==> src/cpu_pkg.sv <==
package cpu_pkg;

        localparam int data_w     = 16;
        localparam int reg_addr_w = 3;
        localparam int mem_addr_w = 6;

        // One instruction frame runs from count 0 up to frame_last.
        localparam int frame_last = 20;
        localparam int ph_fetch   = 1;
        localparam int ph_exec    = 7;
        localparam int ph_mem     = 14;
        localparam int ph_wb      = 20;

        localparam int md_steps   = 16;

        typedef enum logic [3:0] {
                op_add,
                op_sub,
                op_and,
                op_or,
                op_xor,
                op_addi,
                op_mul,
                op_div,
                op_ld,
                op_st
        } opcode_e;

        // Register form, used by the ALU, mul/div and store ops.
        typedef struct packed {
                opcode_e               opcode;
                logic [reg_addr_w-1:0] rd;
                logic [reg_addr_w-1:0] rs1;
                logic [reg_addr_w-1:0] rs2;
                logic [2:0]            pad;
        } instr_r_t;

        // Immediate form, used by addi, load and store.
        typedef struct packed {
                opcode_e               opcode;
                logic [reg_addr_w-1:0] rd;
                logic [reg_addr_w-1:0] rs1;
                logic signed [5:0]     imm;
        } instr_i_t;

        typedef union packed {
                instr_r_t r;
                instr_i_t i;
        } instr_u;

        typedef struct packed {
                logic [reg_addr_w-1:0] rd;
                logic [data_w-1:0]     data;
        } wb_result_t;

        typedef struct packed {
                logic fetch;
                logic exec;
                logic mem;
                logic wb;
        } phase_t;

endpackage

==> src/phase_gen.sv <==
module phase_gen (
        input  logic            clk_100M,
        input  logic            rst_n,
        input  logic            md_busy,
        output cpu_pkg::phase_t phase
);
        import cpu_pkg::*;

        logic [$clog2(frame_last+1)-1:0] count;

        // The frame stands still while the mul/div unit iterates, so the
        // later steps of the frame wait for its result.
        always_ff @(posedge clk_100M or negedge rst_n) begin
                if (!rst_n) begin
                        count <= '0;
                end else if (!md_busy) begin
                        if (count == frame_last)
                                count <= '0;
                        else
                                count <= count + 1'b1;
                end
        end

        // Each strobe lasts the single cycle in which the count hits its slot.
        assign phase.fetch = (count == ph_fetch);
        assign phase.exec  = (count == ph_exec);
        assign phase.mem   = (count == ph_mem);
        assign phase.wb    = (count == ph_wb);

        a_one_strobe: assert property (
                @(posedge clk_100M) disable iff (!rst_n)
                $onehot0(phase)
        );

        a_frozen: assert property (
                @(posedge clk_100M) disable iff (!rst_n)
                md_busy |=> (count == $past(count))
        );

endmodule

==> src/instr_fetch.sv <==
module instr_fetch (
        input  logic            clk_100M,
        input  logic            rst_n,
        input  logic            instr_valid,
        output logic            instr_ready,
        input  cpu_pkg::instr_u instr,
        input  cpu_pkg::phase_t phase,
        output cpu_pkg::instr_u cur_instr,
        output logic            cur_valid
);
        import cpu_pkg::*;

        instr_u buf_instr;
        logic   buf_full;
        logic   take;

        assign instr_ready = !buf_full;
        assign take        = instr_valid && instr_ready;

        // A transfer only happens into an empty buffer, so it never collides
        // with the buffer being drained at the fetch strobe.
        always_ff @(posedge clk_100M or negedge rst_n) begin
                if (!rst_n) begin
                        buf_full  <= 1'b0;
                        cur_valid <= 1'b0;
                end else begin
                        if (take)
                                buf_full <= 1'b1;
                        else if (phase.fetch)
                                buf_full <= 1'b0;
                        if (phase.fetch)
                                cur_valid <= buf_full;
                end
        end

        always_ff @(posedge clk_100M) begin
                if (take)
                        buf_instr <= instr;
                if (phase.fetch)
                        cur_instr <= buf_instr;
        end

endmodule

==> src/reg_file.sv <==
module reg_file (
        input  logic                           clk_100M,
        input  logic                           rst_n,
        input  logic [cpu_pkg::reg_addr_w-1:0] rs1,
        input  logic [cpu_pkg::reg_addr_w-1:0] rs2,
        output logic [cpu_pkg::data_w-1:0]     rs1_data,
        output logic [cpu_pkg::data_w-1:0]     rs2_data,
        input  logic                           we,
        input  cpu_pkg::wb_result_t            wb_result
);
        import cpu_pkg::*;

        logic [data_w-1:0] regs [2**reg_addr_w];

        always_ff @(posedge clk_100M or negedge rst_n) begin
                if (!rst_n) begin
                        for (int k = 0; k < 2**reg_addr_w; k++)
                                regs[k] <= '0;
                end else if (we) begin
                        regs[wb_result.rd] <= wb_result.data;
                end
        end

        // Reads see the value written at the previous frame's write-back.
        assign rs1_data = regs[rs1];
        assign rs2_data = regs[rs2];

endmodule

==> src/alu.sv <==
module alu (
        input  cpu_pkg::instr_u            cur_instr,
        input  logic [cpu_pkg::data_w-1:0] a,
        input  logic [cpu_pkg::data_w-1:0] b,
        output logic [cpu_pkg::data_w-1:0] y
);
        import cpu_pkg::*;

        logic [data_w-1:0] imm_ext;

        // Immediate view of the word, sign-extended to the data width.
        assign imm_ext = {{(data_w-6){cur_instr.i.imm[5]}}, cur_instr.i.imm};

        always_comb begin
                case (cur_instr.r.opcode)
                        op_sub:
                                y = a - b;
                        op_and:
                                y = a & b;
                        op_or:
                                y = a | b;
                        op_xor:
                                y = a ^ b;
                        // Addi and the memory ops share the address adder.
                        op_addi, op_ld, op_st:
                                y = a + imm_ext;
                        default:
                                y = a + b;
                endcase
        end

endmodule

==> src/mul_div_unit.sv <==
module mul_div_unit (
        input  logic                       clk_100M,
        input  logic                       rst_n,
        input  logic                       start,
        input  logic                       is_div,
        input  logic [cpu_pkg::data_w-1:0] a,
        input  logic [cpu_pkg::data_w-1:0] b,
        output logic                       md_busy,
        output logic [cpu_pkg::data_w-1:0] md_result
);
        import cpu_pkg::*;

        logic [$clog2(md_steps)-1:0] step;
        logic                        div_mode;
        logic [data_w:0]             acc;
        logic [data_w-1:0]           opq;
        logic [data_w-1:0]           opb;
        logic [data_w:0]             rem_shift;
        logic [data_w:0]             diff;

        // Restoring step: shift the next dividend bit into the remainder and
        // try the subtraction. A zero divisor never borrows, so the quotient
        // comes out as all ones.
        assign rem_shift = {acc[data_w-1:0], opq[data_w-1]};
        assign diff      = rem_shift - {1'b0, opb};

        always_ff @(posedge clk_100M or negedge rst_n) begin
                if (!rst_n) begin
                        md_busy <= 1'b0;
                        step    <= '0;
                end else if (start) begin
                        md_busy <= 1'b1;
                        step    <= '0;
                end else if (md_busy) begin
                        step <= step + 1'b1;
                        if (step == md_steps - 1)
                                md_busy <= 1'b0;
                end
        end

        always_ff @(posedge clk_100M) begin
                if (start) begin
                        div_mode <= is_div;
                        acc      <= '0;
                        opq      <= a;
                        opb      <= b;
                end else if (md_busy) begin
                        if (div_mode) begin
                                acc <= diff[data_w] ? rem_shift : diff;
                                opq <= {opq[data_w-2:0], !diff[data_w]};
                        end else begin
                                if (opq[0])
                                        acc <= {1'b0, acc[data_w-1:0] + opb};
                                opq <= opq >> 1;
                                opb <= opb << 1;
                        end
                end
        end

        // The quotient ends up in opq, the low product bits in acc.
        assign md_result = div_mode ? opq : acc[data_w-1:0];

        a_no_restart: assert property (
                @(posedge clk_100M) disable iff (!rst_n)
                start |-> !md_busy
        );

endmodule

==> src/data_ram.sv <==
module data_ram (
        input  logic                           clk_100M,
        input  logic                           rst_n,
        input  cpu_pkg::phase_t                phase,
        input  logic                           we,
        input  logic                           re,
        input  logic [cpu_pkg::mem_addr_w-1:0] addr,
        input  logic [cpu_pkg::data_w-1:0]     wdata,
        output logic [cpu_pkg::data_w-1:0]     rdata
);
        import cpu_pkg::*;

        logic [data_w-1:0] mem [2**mem_addr_w];

        always_ff @(posedge clk_100M or negedge rst_n) begin
                if (!rst_n) begin
                        for (int k = 0; k < 2**mem_addr_w; k++)
                                mem[k] <= '0;
                        rdata <= '0;
                end else if (phase.mem) begin
                        if (we)
                                mem[addr] <= wdata;
                        else if (re)
                                rdata <= mem[addr];
                end
        end

endmodule

==> src/cpu_core_top.sv <==
module cpu_core_top (
        input  logic                clk_100M,
        input  logic                rst_n,
        input  logic                instr_valid,
        output logic                instr_ready,
        input  cpu_pkg::instr_u     instr,
        output logic                wb_valid,
        output cpu_pkg::wb_result_t wb_result
);
        import cpu_pkg::*;

        phase_t                phase;
        instr_u                cur_instr;
        logic                  cur_valid;
        opcode_e               cur_op;
        logic [reg_addr_w-1:0] rs2_sel;
        logic [data_w-1:0]     rs1_data;
        logic [data_w-1:0]     rs2_data;
        logic [data_w-1:0]     alu_y;
        logic                  md_start;
        logic                  md_busy;
        logic                  md_busy_d;
        logic [data_w-1:0]     md_result;
        logic [data_w-1:0]     exec_q;
        logic [data_w-1:0]     ram_rdata;

        assign cur_op = cur_instr.r.opcode;

        // A store reads the register named in rd through the second port.
        assign rs2_sel  = (cur_op == op_st) ? cur_instr.r.rd : cur_instr.r.rs2;
        assign md_start = phase.exec && cur_valid && (cur_op == op_mul || cur_op == op_div);

        phase_gen u_phase (
                .clk_100M (clk_100M),
                .rst_n    (rst_n),
                .md_busy  (md_busy),
                .phase    (phase)
        );

        instr_fetch u_fetch (
                .clk_100M    (clk_100M),
                .rst_n       (rst_n),
                .instr_valid (instr_valid),
                .instr_ready (instr_ready),
                .instr       (instr),
                .phase       (phase),
                .cur_instr   (cur_instr),
                .cur_valid   (cur_valid)
        );

        reg_file u_regs (
                .clk_100M  (clk_100M),
                .rst_n     (rst_n),
                .rs1       (cur_instr.r.rs1),
                .rs2       (rs2_sel),
                .rs1_data  (rs1_data),
                .rs2_data  (rs2_data),
                .we        (wb_valid),
                .wb_result (wb_result)
        );

        alu u_alu (
                .cur_instr (cur_instr),
                .a         (rs1_data),
                .b         (rs2_data),
                .y         (alu_y)
        );

        mul_div_unit u_md (
                .clk_100M  (clk_100M),
                .rst_n     (rst_n),
                .start     (md_start),
                .is_div    (cur_op == op_div),
                .a         (rs1_data),
                .b         (rs2_data),
                .md_busy   (md_busy),
                .md_result (md_result)
        );

        always_ff @(posedge clk_100M or negedge rst_n) begin
                if (!rst_n)
                        md_busy_d <= 1'b0;
                else
                        md_busy_d <= md_busy;
        end

        // The mul/div result replaces the ALU value once busy drops.
        always_ff @(posedge clk_100M) begin
                if (phase.exec && cur_valid)
                        exec_q <= alu_y;
                else if (md_busy_d && !md_busy)
                        exec_q <= md_result;
        end

        data_ram u_ram (
                .clk_100M (clk_100M),
                .rst_n    (rst_n),
                .phase    (phase),
                .we       (cur_valid && cur_op == op_st),
                .re       (cur_valid && cur_op == op_ld),
                .addr     (exec_q[mem_addr_w-1:0]),
                .wdata    (rs2_data),
                .rdata    (ram_rdata)
        );

        assign wb_valid       = phase.wb && cur_valid && (cur_op != op_st);
        assign wb_result.rd   = cur_instr.r.rd;
        assign wb_result.data = (cur_op == op_ld) ? ram_rdata : exec_q;

        // The unit must be done well before the frame reaches the memory slot.
        a_md_length: assert property (
                @(posedge clk_100M) disable iff (!rst_n)
                md_start |=> md_busy [*md_steps] ##1 !md_busy
        );

endmodule

==> config.mk <==
export PLATFORM = sky130hd
export DESIGN_NAME = cpu_core_top
export DESIGN_NICKNAME = d
export VERILOG_FILES = /design/src/cpu_pkg.sv /design/src/phase_gen.sv /design/src/instr_fetch.sv /design/src/reg_file.sv /design/src/alu.sv /design/src/mul_div_unit.sv /design/src/data_ram.sv /design/src/cpu_core_top.sv
export SDC_FILE = /design/constraint.sdc
export NUM_CORES = 2
export LEC_CHECK = 0
export BUFFER_PORTS_ARGS = -buffer_cell sky130_fd_sc_hd__clkbuf_2
export CAP_MARGIN = 25
export CORE_MARGIN = 4
export CORE_UTILIZATION = 50
export DETAILED_ROUTE_END_ITERATION = 8
export PLACE_DENSITY = 0.7
export SLEW_MARGIN = 30
export SYNTH_ARGS = -nofsm -noshare
export SYNTH_HDL_FRONTEND = slang
export SYNTH_SLANG_ARGS = --single-unit
==> constraint.sdc <==
create_clock -name clk_100M -period 14.6 [get_ports clk_100M]
set_input_delay 0.73 -clock clk_100M [delete_from_list [all_inputs] [get_ports clk_100M]]
set_output_delay 0.73 -clock clk_100M [all_outputs]
set_load 0.02 [all_outputs]
==> metrics <==
status finished clean; count of different cell masters after synthesis 75; first-pass GRT wire length 267000 µm; Final Max Slew Viols 0; DRC viols 0; area added between synthesis and finish 10.7%; sequential share of power 42.2%; chip height 348 µm; Storage cell area 32300 µm²; switching share of total power 31.6%; Final Hold Fails 0; num ports 40; number of global-route vias before repair 44.3k; final worst path period need 7030 ps; initial core utilization 50.4%; Worst-Margin Slew 1080 ps; post-cts repair resize count 0; startpoint types flop; r2r endpoint exec_q[14]; Synth Net Count 6063; FF-to-FF Start u_fetch.cur_instr[13]; share of cells above drive strength 1 9.81%; ys async rst share 92.4%; dpl hpwl 98600 µm; Avg Cell Area, Syn 9.69 µm²; final period utilization 48.1%; R2R depth 23; Post-synth EDFFs 81; power consumption 9.10 mW; initial antenna violation count 5; Worst Skew 31.0 ps; CTS root buf clkbuf_16; Hold Path Origin instr[3]; largest net degree at the start of global routing 172; input/output buffers 39; GP Congestion 0.871; initial drt markers 5139; Min-Delay Endpoint u_fetch.buf_instr[3]; setup TNS 0 ps; slew margin rel. 27.6%; H-tree Lvls 4; Max Clk Rate 142 MHz; R2R Setup Slk 7570 ps; final antenna-violating net count 0; Detailed Route WL 174000 µm; WP data arrival 7470 ps; via/cell ratio 6.21; Post-Syn Area 57700 µm²; Final #Nets 5850; # setup viols final 0; Crit path max-delay family compound AO/OA/AOI/OAI gates; Core Area 115000 µm²; clock transition at the registers of the reported paths 60 ps; CP Buf/Inv Count 2; CP Data Required Time 15040 ps; # rows 124; CTS Buffer Depth 3; Int Pwr 6.22 mW; FF+latch count, synth 1278; footprint of the multi-input gates 23400 µm²; clk_lat worst skew 740 ps; Fill cells 9843; die area 121000 µm²; n_diodes 0; worst min path class primary input to flop; Worst IR Drop VDD 0.0995 mV; final hold slack 171 ps; routed wire length per instance 23.6 µm; total of max-cap violations 0; Mapped Cells 5954; Pleak 29.0 nW; Max stage delay on crit path 600 ps; Critical Path Most Common Cell a21oi_1; ys flop type dfrtp_1; hold depth 1; Critical Path End Type flop; Slowest cell on crit path and4bb_1; sw power 2.88 mW; die width 348 µm; crit path max fanout 38; crit-path cells and4bb_1 > mux2_4 > nor2_1 > buf_4 > a22oi_1 > nand2_4 > buf_12 > ha_1 > a22oi_1 > o21ai_0 > fa_1 > a21o_1 > a21oi_1 > o21ai_0 > a21o_1 > a21oi_1 > o21ai_0 > a21oi_1 > nor2b_1 > o41a_1 > xor2_1 > a211oi_1 > a21oi_1; RSZ-0062 raised after global routing no; Seq/Total Area, Yosys 56.0%; synth warn 0; Power per Cell Area 142 nW/µm²; CTS tree yes; CTS sink count 1278; clock group share of total power 37.4%; Vias 45.7k; Total GRT Usage 28.4%; Pre-antenna DRT Iters 6; critical path type flop to flop; total gr overflow 0; CTS buffer count 135; part of the power in combinational logic 20.4%
## power groups by stage
stage          logic (mW)  clock network [mW]  registers [mW]
5_1_grt              1.99                3.59            3.85
3_5_place_dp         1.80                   0            3.90
3_3_place_gp         1.75                   0            3.90
4_1_cts              1.81                3.45            3.84
6_report             1.85                3.40            3.84
2_1_floorplan        1.18                   0            3.84
## repair_timing
action                     4_1_cts  5_1_grt
hold buffers                     0        1
setup buffers                    0        0
hold endpoints to repair         0       45
setup endpoints to repair        0        0
## layer usage
metal	GRT usage (%)	up-vias	routed length, µm
met5	0	-	27
met4	10.9	4	6050
met3	4.90	350	14300
met2	44.4	1927	80200
met1	40.1	22756	73300
li1	-	20654	-
## worst max path at each step
stage / startpoint / end / slack, ps / cells past startpoint
5_1_grt: u_fetch.cur_instr[12] / exec_q[14] / 7100 / 24
3_3_place_gp: u_fetch.cur_instr[12] / exec_q[14] / 7380 / 23
3_5_place_dp: u_fetch.cur_instr[13] / exec_q[14] / 7330 / 22
4_1_cts: u_fetch.cur_instr[13] / exec_q[14] / 7260 / 22
2_1_floorplan: u_fetch.cur_instr[14] / exec_q[14] / 9210 / 25
6_report: u_fetch.cur_instr[13] / exec_q[14] / 7570 / 23
## final cells by class
cell class	instances	share of cell area [%]
clock buffer	195	6.14
clock inverter	42	0.698
inverter	84	0.496
multi-input combinational	4054	36.7
sequential	1278	50.6
tap	1512	2.96
timing repair buffer	188	2.42
## placed cells by master (no fill, tap or decap), types with 59 or more instances in the layout
master	instances
edfxtp_1	81
a22oi_1	422
nand4_1	102
buf_4	130
nand2_1	155
a221oi_1	77
a22o_1	59
a21oi_1	1208
inv_1	81
dfrtp_1	1181
nor2_1	1202
clkbuf_16	140
mux2i_1	91
ha_1	87
nor2_2	64
o21ai_0	155
## Yosys cell counts, types with 69 or more instances
cell type | count | area, µm²
nor2_1 | 1269 | 4760
a21oi_1 | 1208 | 6050
dfrtp_1 | 1181 | 29600
clkbuf_1 | 449 | 1690
a22oi_1 | 422 | 3170
nand2_1 | 166 | 623
o21ai_0 | 158 | 791
mux2i_1 | 103 | 1030
nand4_1 | 102 | 638
ha_1 | 87 | 1090
edfxtp_1 | 81 | 2430
inv_1 | 81 | 304
a221oi_1 | 77 | 674
buf_1 | 69 | 259
## registers in the layout (all words and copies together) (netlist names), 4 cells and up
signal and flops:
u_ram.mem 1024, u_regs.regs 128, exec_q 16, u_fetch.buf_instr 16, u_fetch.cur_instr 16, u_md.acc 16, u_md.opb 16, u_md.opq 16
u_ram.rdata 16, u_phase.count 5, u_md.step 4
## kinds of logic (layout without fill, tap and decap cells)
| logic type | Yosys count | count (layout) | share of synthesized area [%] |
|---|---|---|---|
| xor gates and xnor gates | 43 | 43 | 0.653 |
| DFF | 1278 | 1278 | 56.0 |
| and+or+nand+nor | 1674 | 1674 | 12.0 |
| adders and majority gates | 90 | 90 | 1.99 |
| buffers and inverters | 622 | 509 | 4.19 |
| muxes | 165 | 165 | 3.75 |
| AOI/OAI and AO/OA | 2082 | 2082 | 21.5 |
## per-stage QoR
| step | utilization (%) | std cells | cell area (µm²) | setup WS [ps] |
|---|---|---|---|---|
| after floorplan | - | 5954 | 57700 | 9210 |
| after global placement | 51.7 | 7108 | 59200 | 7380 |
| after detailed placement | 51.8 | 7111 | 59300 | 7330 |
| after CTS | 55.6 | 7348 | 63700 | 7260 |
| after global routing | 55.8 | 7353 | 63800 | 7100 |
| final | 55.8 | 7353 | 63800 | 7570 |
Note: power is estimated with default switching activity, not from simulation.
